## config.mk

```make
export PLATFORM = sky130hd
export DESIGN_NAME = board_bus_top
export DESIGN_NICKNAME = d
export VERILOG_FILES = /design/src/board_bus_pkg.sv /design/src/board_bus_top.sv /design/src/board_regs.sv /design/src/host_cmd_port.sv /design/src/hub_regs.sv /design/src/read_router.sv /design/src/write_arbiter.sv
export SDC_FILE = /design/constraint.sdc
export NUM_CORES = 1
export LEC_CHECK = 0
export ABC_CLOCK_PERIOD_IN_PS = 3400
export BUFFER_PORTS_ARGS = -buffer_cell sky130_fd_sc_hd__buf_2
export CORE_MARGIN = 2
export CORE_UTILIZATION = 54
export CTS_CLUSTER_DIAMETER = 120
export DETAILED_ROUTE_END_ITERATION = 7
export HOLD_SLACK_MARGIN = 0.02
export PLACE_DENSITY = 0.75
export SYNTH_ARGS = -nofsm -noshare
export SYNTH_HDL_FRONTEND = slang
export SYNTH_SLANG_ARGS = --single-unit
```

## constraint.sdc

```tcl
create_clock -name sysclk -period 3.4 [get_ports sysclk]
set_input_delay 0.17 -clock sysclk [delete_from_list [all_inputs] [get_ports sysclk]]
set_output_delay 0.17 -clock sysclk [all_outputs]
set_load 0.01 [all_outputs]
```

## src/board_bus_pkg.sv

```systemverilog
/*
 * Shared types for the board register bus.
 * Address bits 15:12 pick the space and bits 3:0 the quadlet.
 * Only the main and hub spaces are decoded on the board. Every other space is external.
 */
`default_nettype none

package board_bus_pkg;

    typedef logic [15:0] reg_addr_t;    // register address
    typedef logic [31:0] reg_data_t;    // one quadlet

    // address spaces, any value not listed is external
    typedef enum logic [3:0] {
        ADDR_MAIN = 4'd0,
        ADDR_HUB  = 4'd2
    } addr_space_t;

    // ----------------------------------------
    // main space register offsets
    localparam logic [3:0] REG_STATUS  = 4'd0;     // timeout, board id, fw version
    localparam logic [3:0] REG_WDOG    = 4'd1;     // watchdog period in ticks
    localparam logic [3:0] REG_SCRATCH = 4'd2;     // free read/write word

    localparam logic [15:0] FW_VERSION = 16'h0008;

    typedef enum logic {
        CMD_READ  = 1'b0,
        CMD_WRITE = 1'b1
    } cmd_op_t;

    // ----------------------------------------
    // bundles
    typedef struct packed {
        cmd_op_t   op;
        reg_addr_t addr;
        reg_data_t wdata;   // ignored for reads
    } host_cmd_t;

    typedef struct packed {
        logic      wen;
        reg_addr_t addr;
        reg_data_t data;
    } bus_wr_t;

    typedef struct packed {
        logic       wen;
        logic [7:0] offset;     // offset inside the main space
        reg_data_t  data;
    } bw_wr_t;

    typedef struct packed {
        reg_data_t data;
        reg_addr_t addr;    // request address this answers
    } rd_rsp_t;

    typedef enum logic [1:0] {
        IDLE,
        WRITE_WAIT,
        READ_WAIT
    } port_state_t;

endpackage

`default_nettype wire

```

## src/board_bus_top.sv

```systemverilog
/*
 * Register bus core. Host commands, a block-write source, board and hub registers.
 * The block-write source has priority over host writes on the shared write bus.
 * External reads go out on ext_raddr and must return data in the same cycle.
 */
`timescale 1ns/1ps
`default_nettype none

module board_bus_top
    import board_bus_pkg::*;
#(
    parameter int unsigned WDOG_TICK_CYCLES = 1000  // clocks per watchdog tick
)
(
    input  wire            sysclk,
    input  wire            rst_n,
    input  wire [3:0]      board_id,        // rotary switch

    // host command and response
    input  wire            cmd_valid,
    output logic           cmd_ready,
    input  wire host_cmd_t cmd,
    output logic           rsp_valid,
    input  wire            rsp_ready,
    output rd_rsp_t        rsp,

    // real-time block write
    input  wire            bw_write_en,
    input  wire bw_wr_t    bw,

    // external read port
    output reg_addr_t      ext_raddr,
    input  wire reg_data_t ext_rdata,

    // watchdog
    input  wire            wdog_clear,
    output logic           wdog_timeout
);

    // ----------------------------------------
    // local wires
    bus_wr_t   host_wr;         // host write request
    logic      host_wr_done;
    bus_wr_t   wr_bus;          // arbitrated write bus
    logic      rd_req;
    reg_addr_t rd_addr;
    logic      rd_room;
    reg_data_t main_rdata;      // board registers
    reg_data_t hub_rdata;       // hub memory

    host_cmd_port i_host_cmd_port (
        .sysclk       (sysclk),
        .rst_n        (rst_n),
        .cmd_valid    (cmd_valid),
        .cmd_ready    (cmd_ready),
        .cmd          (cmd),
        .host_wr      (host_wr),
        .host_wr_done (host_wr_done),
        .rd_req       (rd_req),
        .rd_addr      (rd_addr),
        .rd_room      (rd_room)
    );

    write_arbiter i_write_arbiter (
        .sysclk       (sysclk),
        .rst_n        (rst_n),
        .bw_write_en  (bw_write_en),
        .bw           (bw),
        .host_wr      (host_wr),
        .host_wr_done (host_wr_done),
        .wr_bus       (wr_bus)
    );

    board_regs #(
        .WDOG_TICK_CYCLES (WDOG_TICK_CYCLES)
    ) i_board_regs (
        .sysclk       (sysclk),
        .rst_n        (rst_n),
        .board_id     (board_id),
        .wr_bus       (wr_bus),
        .rd_addr      (rd_addr),
        .rd_data      (main_rdata),
        .wdog_clear   (wdog_clear),
        .wdog_timeout (wdog_timeout)
    );

    hub_regs i_hub_regs (
        .sysclk  (sysclk),
        .rst_n   (rst_n),
        .wr_bus  (wr_bus),
        .rd_addr (rd_addr),
        .rd_data (hub_rdata)
    );

    read_router i_read_router (
        .sysclk     (sysclk),
        .rst_n      (rst_n),
        .rd_req     (rd_req),
        .rd_addr    (rd_addr),
        .rd_room    (rd_room),
        .main_rdata (main_rdata),
        .hub_rdata  (hub_rdata),
        .ext_raddr  (ext_raddr),
        .ext_rdata  (ext_rdata),
        .rsp_valid  (rsp_valid),
        .rsp_ready  (rsp_ready),
        .rsp        (rsp)
    );

endmodule

`default_nettype wire

```

## src/board_regs.sv

```systemverilog
/*
 * Board registers: status, watchdog period, scratch.
 * Any main space write or wdog_clear restarts the watchdog.
 * A period of zero disables the timeout. One tick is WDOG_TICK_CYCLES clocks.
 * Read data is combinational. The router decides whether it is used.
 */
`timescale 1ns/1ps
`default_nettype none

module board_regs
    import board_bus_pkg::*;
#(
    parameter int unsigned WDOG_TICK_CYCLES = 1000
)
(
    input  wire          sysclk,
    input  wire          rst_n,
    input  wire [3:0]    board_id,
    input  wire bus_wr_t wr_bus,
    input  wire reg_addr_t rd_addr,
    output reg_data_t    rd_data,
    input  wire          wdog_clear,
    output logic         wdog_timeout
);

    localparam int PRE_W = (WDOG_TICK_CYCLES > 1) ? $clog2(WDOG_TICK_CYCLES) : 1;
    localparam logic [PRE_W-1:0] PRE_LAST = PRE_W'(WDOG_TICK_CYCLES - 1);

    reg_data_t        scratch;
    logic [15:0]      wdog_period;      // in ticks, 0 = off
    logic [PRE_W-1:0] wdog_pre;         // tick prescaler
    logic [15:0]      wdog_count;       // ticks since last restart
    logic             wdog_tick;
    logic             main_wr;          // any write into the main space
    logic             reg_wr;           // write to one of the board registers
    logic             wdog_restart;
    reg_data_t        status;

    assign main_wr      = wr_bus.wen && (wr_bus.addr[15:12] == ADDR_MAIN);
    assign reg_wr       = main_wr && (wr_bus.addr[7:4] == 4'h0);
    assign wdog_restart = main_wr || wdog_clear;

    // ----------------------------------------
    // writable registers
    always_ff @(posedge sysclk) begin
        if (reg_wr && (wr_bus.addr[3:0] == REG_SCRATCH))
            scratch <= wr_bus.data;
    end

    always_ff @(posedge sysclk or negedge rst_n) begin
        if (!rst_n)
            wdog_period <= 16'h0000;        // watchdog off after reset
        else if (reg_wr && (wr_bus.addr[3:0] == REG_WDOG))
            wdog_period <= wr_bus.data[15:0];
    end

    // ----------------------------------------
    // watchdog
    always_ff @(posedge sysclk or negedge rst_n) begin
        if (!rst_n)
            wdog_pre <= '0;
        else if (wdog_restart || wdog_tick)
            wdog_pre <= '0;
        else
            wdog_pre <= wdog_pre + 1'b1;
    end

    assign wdog_tick = (wdog_pre == PRE_LAST);

    always_ff @(posedge sysclk or negedge rst_n) begin
        if (!rst_n) begin
            wdog_count   <= 16'h0000;
            wdog_timeout <= 1'b0;
        end else if (wdog_restart) begin
            wdog_count   <= 16'h0000;
            wdog_timeout <= 1'b0;
        end else if (wdog_period != 16'h0000) begin
            if (wdog_count >= wdog_period)
                wdog_timeout <= 1'b1;       // sticky until restart
            else if (wdog_tick)
                wdog_count <= wdog_count + 1'b1;
        end
    end

    // ----------------------------------------
    // read side
    // bit 31 timeout, 27:24 board id, 15:0 firmware version
    assign status = {wdog_timeout, 3'b000, board_id, 8'h00, FW_VERSION};

    always_comb begin
        case (rd_addr[3:0])
            REG_STATUS:  rd_data = status;
            REG_WDOG:    rd_data = {16'h0000, wdog_period};
            REG_SCRATCH: rd_data = scratch;
            default:     rd_data = '0;      // unused offsets read zero
        endcase
    end

endmodule

`default_nettype wire

```

## src/host_cmd_port.sv

```systemverilog
/*
 * Host command port. It holds one command until the command finishes.
 * The host keeps cmd stable while cmd_valid is high.
 * A write waits for host_wr_done and a read waits for rd_room.
 * cmd_ready also rises in the cycle the current command finishes.
 */
`timescale 1ns/1ps
`default_nettype none

module host_cmd_port
    import board_bus_pkg::*;
(
    input  wire            sysclk,
    input  wire            rst_n,
    input  wire            cmd_valid,
    output logic           cmd_ready,
    input  wire host_cmd_t cmd,
    output bus_wr_t        host_wr,
    input  wire            host_wr_done,
    output logic           rd_req,
    output reg_addr_t      rd_addr,
    input  wire            rd_room
);

    port_state_t state;
    port_state_t state_nxt;
    host_cmd_t   cmd_q;         // command being worked on
    logic        cmd_done;      // current command leaves this cycle
    logic        cmd_take;      // handshake on the command port

    // write granted, or read taken by the router
    assign cmd_done  = ((state == WRITE_WAIT) && host_wr_done) ||
                       ((state == READ_WAIT) && rd_room);
    assign cmd_ready = (state == IDLE) || cmd_done;
    assign cmd_take  = cmd_valid && cmd_ready;

    // ----------------------------------------
    // FSM
    always_comb begin
        state_nxt = state;
        if (cmd_take)
            state_nxt = (cmd.op == CMD_WRITE) ? WRITE_WAIT : READ_WAIT;
        else if (cmd_done)
            state_nxt = IDLE;
    end

    always_ff @(posedge sysclk or negedge rst_n) begin
        if (!rst_n)
            state <= IDLE;
        else
            state <= state_nxt;
    end

    always_ff @(posedge sysclk) begin
        if (cmd_take)
            cmd_q <= cmd;   // latch op, address and data
    end

    // ----------------------------------------
    // requests toward the arbiter and router
    assign host_wr.wen  = (state == WRITE_WAIT);    // held until granted
    assign host_wr.addr = cmd_q.addr;
    assign host_wr.data = cmd_q.wdata;

    assign rd_req  = (state == READ_WAIT);          // held until the router has room
    assign rd_addr = cmd_q.addr;

endmodule

`default_nettype wire

```

## src/hub_regs.sv

```systemverilog
/*
 * Hub memory of 16 quadlets, indexed by address bits 3:0.
 * Only hub space writes reach it. Reads are combinational.
 * A quadlet that has not been written since reset reads as zero.
 */
`timescale 1ns/1ps
`default_nettype none

module hub_regs
    import board_bus_pkg::*;
(
    input  wire            sysclk,
    input  wire            rst_n,
    input  wire bus_wr_t   wr_bus,
    input  wire reg_addr_t rd_addr,
    output reg_data_t      rd_data
);

    reg_data_t   hub_mem [16];
    logic [15:0] hub_written;   // one flag per quadlet
    logic        hub_wr;

    assign hub_wr = wr_bus.wen && (wr_bus.addr[15:12] == ADDR_HUB);

    always_ff @(posedge sysclk) begin
        if (hub_wr)
            hub_mem[wr_bus.addr[3:0]] <= wr_bus.data;
    end

    always_ff @(posedge sysclk or negedge rst_n) begin
        if (!rst_n)
            hub_written <= 16'h0000;
        else if (hub_wr)
            hub_written[wr_bus.addr[3:0]] <= 1'b1;
    end

    // stale contents hidden until first write
    assign rd_data = hub_written[rd_addr[3:0]] ? hub_mem[rd_addr[3:0]] : '0;

endmodule

`default_nettype wire

```

## src/read_router.sv

```systemverilog
/*
 * Read router with a single response register.
 * Main space is board data only when address bits 7:4 are zero. Otherwise it is external.
 * ext_rdata must answer ext_raddr within the same cycle.
 */
`timescale 1ns/1ps
`default_nettype none

module read_router
    import board_bus_pkg::*;
(
    input  wire            sysclk,
    input  wire            rst_n,
    input  wire            rd_req,
    input  wire reg_addr_t rd_addr,
    output logic           rd_room,
    input  wire reg_data_t main_rdata,
    input  wire reg_data_t hub_rdata,
    output reg_addr_t      ext_raddr,
    input  wire reg_data_t ext_rdata,
    output logic           rsp_valid,
    input  wire            rsp_ready,
    output rd_rsp_t        rsp
);

    addr_space_t rd_space;
    logic        main_hit;      // board register read
    reg_data_t   rd_data;       // selected source
    logic        rsp_load;

    assign ext_raddr = rd_addr;                 // external side sees every read
    assign rd_space  = addr_space_t'(rd_addr[15:12]);
    assign main_hit  = (rd_space == ADDR_MAIN) && (rd_addr[7:4] == 4'h0);

    always_comb begin
        if (rd_space == ADDR_HUB)
            rd_data = hub_rdata;
        else if (main_hit)
            rd_data = main_rdata;
        else
            rd_data = ext_rdata;    // other spaces and upper main channels
    end

    // ----------------------------------------
    // response register
    assign rd_room  = !rsp_valid || rsp_ready;  // empty or draining
    assign rsp_load = rd_req && rd_room;

    always_ff @(posedge sysclk or negedge rst_n) begin
        if (!rst_n)
            rsp_valid <= 1'b0;
        else if (rsp_load)
            rsp_valid <= 1'b1;
        else if (rsp_ready)
            rsp_valid <= 1'b0;
    end

    always_ff @(posedge sysclk) begin
        if (rsp_load) begin
            rsp.data <= rd_data;
            rsp.addr <= rd_addr;    // echo request address
        end
    end

endmodule

`default_nettype wire

```

## src/write_arbiter.sv

```systemverilog
/*
 * Write bus arbiter. The block-write source always wins.
 * Block-write offsets land in the main space only.
 * The bus is registered, so a granted write shows up one cycle later.
 */
`timescale 1ns/1ps
`default_nettype none

module write_arbiter
    import board_bus_pkg::*;
(
    input  wire          sysclk,
    input  wire          rst_n,
    input  wire          bw_write_en,
    input  wire bw_wr_t  bw,
    input  wire bus_wr_t host_wr,
    output logic         host_wr_done,
    output bus_wr_t      wr_bus
);

    bus_wr_t   sel;         // write picked this cycle
    logic      wen_q;
    reg_addr_t addr_q;
    reg_data_t data_q;

    always_comb begin
        if (bw_write_en) begin
            sel.wen  = bw.wen;
            sel.addr = {ADDR_MAIN, 4'h0, bw.offset};    // widen offset into main space
            sel.data = bw.data;
        end else begin
            sel = host_wr;
        end
    end

    // host write only counts when it really goes out
    assign host_wr_done = host_wr.wen && !bw_write_en;

    always_ff @(posedge sysclk or negedge rst_n) begin
        if (!rst_n)
            wen_q <= 1'b0;
        else
            wen_q <= sel.wen;   // one clean strobe per selected write
    end

    always_ff @(posedge sysclk) begin
        addr_q <= sel.addr;
        data_q <= sel.data;
    end

    assign wr_bus.wen  = wen_q;
    assign wr_bus.addr = addr_q;
    assign wr_bus.data = data_q;

endmodule

`default_nettype wire

```

## After elaboration in Yosys (flattened, before gate mapping)

Memory sizes are Yosys's and may differ from the RTL's. A register that Yosys moved wholly into a read port is not among the register bits.
Cells that the tools add are included.

| storage, ports and cells | value |
|---|---|
| register bits | 239 |
| memory bits (writable) | 512 |
| bits of input ports | 132 |
| output and inout port bits | 67 |
| word-level logic and storage cells | 91 |
| memories | 1 |

| operators by class | value |
|---|---|
| add/sub/neg operators | 2 |
| $lt $le $gt $ge | 4 |
| eq/ne operators | 10 |
| muxes and demuxes | 25 |
| bitwise operators | 1 |
| reductions and logical operators | 32 |

Memory list:

| memory | depth | width | rd ports | clocked after memory_dff | write ports | line | source |
|---|---|---|---|---|---|---|---|
| i_hub_regs.hub_mem | 16 | 32 | 1 | 1 | 1 | hub_regs.sv:19 | `reg_data_t hub_mem [16];` |

Operator list:

| kind | count |
|---|---|
| 2-to-1 mux 32 bit | 3 |
| case mux 32 bit (3 select lines) | 1 |
| 2-to-1 mux 16 bit | 4 |
| 2-to-1 mux 49 bit | 1 |
| logical NOT 4 bit | 5 |
| adder 16 x 1 -> 16 bit, second input constant | 1 |
| equality test 4 x 2 -> 1 bit, second input constant | 4 |
| greater-or-equal comparator 16 bit | 1 |
| bitwise OR 16 bit | 1 |
| nonzero test 16 bit | 1 |
| logical AND 1 bit | 11 |
| adder 10 x 1 -> 10 bit, second input constant | 1 |
| equality test 10 bit, second input constant | 1 |
| less-than comparator 4 x 5 -> 1 bit, second input constant | 2 |
| 2-to-1 mux 10 bit | 1 |
| nonzero test 2 bit | 5 |
| 2-to-1 mux 1 bit | 9 |
| equality test 4 x 1 -> 1 bit, second input constant | 2 |
| 2-to-1 mux 2 bit | 3 |
| logical OR 1 bit | 5 |
| binary-select mux 1 bit (select 4 bit) | 1 |
| demux 1 bit (select 4 bit) | 1 |
| greater-or-equal comparator 4 x 1 -> 1 bit, second input constant | 1 |
| 2-to-1 mux 4 bit | 1 |
| other kinds (7) | 8 |

## Depth between registers and ports, before layout

| depth | value |
|---|---|
| depth in word-level cells | 7 |
| mapped depth | 8 |

## By module

A second synthesis with hierarchy kept.

| unflattened totals | value |
|---|---|
| cell total of the unflattened synthesis | 1,604 |
| area, all modules | 30,055.1 um^2 |

Modules (own cells, without submodules):

| module | times used | cells each | area an instance (um^2) | sequential area each (um^2) |
|---|---|---|---|---|
| hub_regs | 1 | 851 | 19,997.9 | 15,775.1 |
| board_regs | 1 | 344 | 3,946.3 | 2,037.0 |
| read_router | 1 | 222 | 2,683.8 | 1,466.4 |
| write_arbiter | 1 | 106 | 1,732.9 | 985.9 |
| host_cmd_port | 1 | 81 | 1,694.1 | 1,491.4 |

## Worst setup path after synthesis

OpenSTA, ideal clock, no wires.

| timing path | value |
|---|---|
| path kind | reg-to-reg |
| start point | register i_write_arbiter.addr_q[12] |
| end point | memory i_hub_regs.hub_mem[4][0] (netlist bit), enable pin |
| setup time | 0.463 ns |
| arrival | 3.169 ns |
| data required time | 2.937 ns |
| slack | -0.231 ns |
| stages on the path, launching flop included | 4 |
| cell sequence | dfxtp_1 > nor4b_4 > nand4b_1 > nor3_1 |

| between the ends | value |
|---|---|
| cells in the longest elaborated chain, start to end | 4 |

RTL lines:

| what | line | source |
|---|---|---|
| start, declared | write_arbiter.sv:23 | `reg_addr_t addr_q;` |
| start signal, assigned | write_arbiter.sv:47 | `addr_q <= sel.addr;` |
| equality test 4 x 2 -> 1 bit | hub_regs.sv:23 | `assign hub_wr = wr_bus.wen && (wr_bus.addr[15:12] == ADDR_HUB);` |
| logical AND 1 bit | hub_regs.sv:23 |  |
| 2-to-1 mux 1 bit | hub_regs.sv:26 | `if (hub_wr)` |
| 2-to-1 mux 1 bit (not written as such) | hub_regs.sv:27 | `hub_mem[wr_bus.addr[3:0]] <= wr_bus.data;` |
| end, declared | hub_regs.sv:19 |  |

Every way passes these cells.

## Worst setup path in the final report

| timing path | value |
|---|---|
| start point | register i_host_cmd_port.cmd_q, in the netlist i_host_cmd_port.rd_addr[15] |
| end point | register i_read_router.rsp[40] (netlist name) |

| between the ends | value |
|---|---|
| cells in the longest elaborated chain, start to end | 4 |
| elaborated cells on any way between the ends | 5 |
| classes of those cells | eq/ne (1); mux (2); reduce/logical (2) |

RTL lines:

| what | line | source |
|---|---|---|
| start, declared | host_cmd_port.sv:27 | `host_cmd_t cmd_q;` |
| start signal, assigned | host_cmd_port.sv:56 | `cmd_q <= cmd;` |
| logical NOT 4 bit | read_router.sv:33 | `assign main_hit = (rd_space == ADDR_MAIN) && (rd_addr[7:4] == 4'h0);` |
| logical AND 1 bit | read_router.sv:33 |  |
| 2-to-1 mux 32 bit | read_router.sv:38 | `else if (main_hit)` |
| 2-to-1 mux 32 bit * | read_router.sv:36 | `if (rd_space == ADDR_HUB)` |
| named net i_read_router.rd_data[24] | read_router.sv:28 | `reg_data_t rd_data;` |

Mark *: on every way through the listed nets, which the timed path passes. The rest lies on a longest branch.
A chain may end at the register's enable or synchronous reset.

==> impl_metrics.py <==
metrics = {
    "clock_tree": {
        "clock_path_buffers": 3,
        "cts.clk_slew.worst_paths_ns": 0.06,
        "numCtsBuffers": 75,
        "ctsHtreeMaxLevel": 3,
        "post_cts_buffers": 0,
        "cts_tree": "done",
        "post_cts_resize_count": 0,
        "cts_sinks": 751,
        "cts-hold-fix-buffers": 124,
        "worstSkewPairLatency_ns": 0.62,
        "root_buffer": "clkbuf_16",
    },
    "placement": {
        "hpwlAfterDp_um": 36400,
        "port_buffers": 198,
        "place_congestion": 0.807,
        "place_ws_ns": 0.695,
    },
    "yosys": {
        "ys.flop_type": "edfxtp_1",
        "synth.ff_latch_count": 751,
        "synth.avg_cell_area_um2": 20.0,
        "synth.largest_area_cell": "edfxtp_1",
        "yosysSeqAreaShare_pct": 74.3,
        "synth-edff-count": 640,
        "synth.most_common_cell": "edfxtp_1",
        "ys_types": 54,
        "synth_nets": 1616,
        "yosys-top-cells-area": "edfxtp_1 66%, mux4_2 13%, dfrtp_1 5.4%",
        "yosysWarnings": 0,
        "netlist.area_leader.share_pct": 65.6,
        "synthTopCellsByCount": "640 x edfxtp_1, 165 x mux4_2, 63 x dfrtp_1",
        "netlist_area_mm2": 0.0293,
        "synthArstFlopShare_pct": 8.39,
        "synth_cells": 1466,
    },
    "sta": {
        "finalCritPeriodShare_pct": 84.1,
        "slew_headroom_pct": 18.8,
        "worst_hold_slack_ns": 0.0461,
        "hold_viol_final": 0,
        "setup_ws_ns": 0.542,
        "fmax_mhz": 350,
        "layout_min_cycle_time_ns": 2.86,
        "setup_viol": 0,
        "worst_pin_slew_ns": 1.22,
        "drv_slew": 0,
        "finalSetupTns_ns": 0,
        "grt_setup_unrepaired": "false",
        "finalClockSkew_ns": 0.0226,
    },
    "pwr": {
        "p_per_area_mw_per_mm2": 602,
        "ir_worst_vdd_v": 0.000423,
        "p_leak_nw": 12.1,
        "finalPower_w": 0.0211,
    },
    "detailed_routing": {
        "ant_nets": 0,
        "drtPass1Iterations": 5,
        "dr.first_iter.drc_count": 1639,
        "num_vias": 15800,
        "drt-wirelength-per-cell_um": 27.1,
        "wirelength_um": 69900,
        "vias_per_cell": 6.12,
        "drc": 0,
    },
    "final_layout": {
        "final_nets": 1968,
        "area_growth_pct": 19.9,
        "drive_gt1_share_pct": 33.7,
        "postLayoutCoreUtil_pct": 65.4,
    },
    "setup_path": {
        "cp_data_arrival_time_ns": 3.33,
        "required_ns": 3.88,
        "crit_buf_inv": 2,
        "cp_cell_sequence": "nor3_1 > nand3_2 > buf_4 > or4_1 > a2bb2oi_1 > dlygate4sd3_1 > o21ai_1",
        "critPathKind": "reg2reg",
        "cp_slowest_stage_delay_ns": 0.64,
        "end_kind": "flop",
        "crit_fanout": 35,
        "cp_slowest_cell": "or4_1",
        "critPathTopFamily": "simple AND/OR/NAND/NOR gates",
        "start_kind": "flop",
    },
    "global_routing": {
        "overflow": 0,
        "grt_pass1_vias": 16200,
        "grt_use_total_pct": 25.4,
        "grt_max_degree": 65,
        "antenna_found_initial": 2,
        "grt_pass1_wl_um": 103000,
    },
    "flow_run": {
        "maxCapViolCount": 0,
    },
    "die": {
        "fp.coreArea_mm2": 0.0537,
        "die_h_um": 237,
        "start_util_pct": 54.5,
        "row_count": 85,
        "ios": 199,
        "fp.dieW_um": 237,
        "die-area_mm2": 0.0561,
    },
    "min_path": {
        "hold_class": "in2reg",
    },
    "status": {
        "outcome": "finished, final reports clean",
    },
}
-- final timing paths --
path                                              from                          end  slack [ns]  depth (start not counted)
setup reg to reg           i_host_cmd_port.rd_addr[15]        i_read_router.rsp[40]        0.54                          7
min in group asynchronous                        rst_n     i_board_regs.wdog_pre[7]        0.26                          3
setup / recovery           i_host_cmd_port.rd_addr[15]        i_read_router.rsp[40]        0.54                          7
hold reg to reg            i_host_cmd_port.rd_addr[11]        i_read_router.rsp[11]        0.45                          0
max in group asynchronous                        rst_n  i_board_regs.wdog_period[0]        2.54                          3
hold / removal                             board_id[2]        i_read_router.rsp[42]        0.05                          4
-- cells in the final DEF (no fill, tap or decap), types with 16 or more instances in the layout --
cell type and count:
dfxtp_1 44, mux2i_1 19, nand2b_1 17, dfrtp_1 63, buf_12 22, a22oi_1 27, o21ai_1 32, mux4_2 165
clkbuf_16 77, a22o_1 16, clkbuf_1 23, buf_2 198, nand2_1 27, nand3_1 40, ha_1 18, inv_1 25
mux2_2 60, dlygate4sd3_1 124, nor2_1 18, or2_2 19, edfxtp_1 640, buf_4 22
-- final cells by class --
cell class	instances	area, um2
timing repair buffer	366	2840
inverter	26	97.6
sequential	751	21800
tap	696	871
clock inverter	36	408
clock buffer	103	2050
fill	3416	18600
antenna	1	2.50
multi-input combinational	598	7070
-- where the power goes --
part | internal, W | switching (W)
logic | 0.00105 | 0.00102
clock network | 0.00475 | 0.00349
registers | 0.0104 | 0.000389
-- sequential cells by signal (all words and copies together) (netlist names), 12 cells and up, named ones only --
| register | flops |
|---|---|
| i_board_regs.scratch | 32 |
| i_board_regs.wdog_count | 16 |
| i_board_regs.wdog_period | 16 |
| i_host_cmd_port.host_wr | 32 |
| i_host_cmd_port.rd_addr | 16 |
| i_hub_regs.hub_mem | 512 |
| i_hub_regs.hub_written | 16 |
| i_read_router.rsp | 48 |
| i_write_arbiter.addr_q | 12 |
| i_write_arbiter.data_q | 32 |
-- worst reg2reg max path, delay by kind of cell, from the launching register on --
| family | cells | cell delay (ns) |
|---|---|---|
| AO/OA/AOI/OAI | 2 | 0.31 |
| AND/OR/NAND/NOR | 3 | 1.05 |
| buffers and inverters | 2 | 0.90 |
| flip-flops | 1 | 0.46 |
-- per-stage QoR --
stage / cells / cell area (um2)
after global routing: 2577 / 35100
after floorplan: 1466 / 29300
after global placement: 2313 / 31400
after detailed placement: 2313 / 31400
final: 2577 / 35100
after CTS: 2576 / 35100
-- layer usage --
layer / routed length [um] / GRT usage, %
met1: 27600 / 34.7
met2: 35400 / 42.6
met3: 5160 / 4.39
met4: 1740 / 7.21
met5: 0 / 0
-- cell families (layout without fill, tap and decap cells) --
| family | Yosys count | count (layout) | synth area share (%) |
|---|---|---|---|
| DFF | 751 | 751 | 74.3 |
| xor gates and xnor gates | 6 | 6 | 0.179 |
| adders and majority gates | 18 | 18 | 0.769 |
| other | 0 | 1 | 0 |
| buffers and inverters | 117 | 531 | 2.09 |
| AOI/OAI and AO/OA | 126 | 126 | 3.06 |
| muxes | 244 | 244 | 15.6 |
| and+or+nand+nor | 204 | 204 | 3.95 |
(Power assumes the default switching activity.)
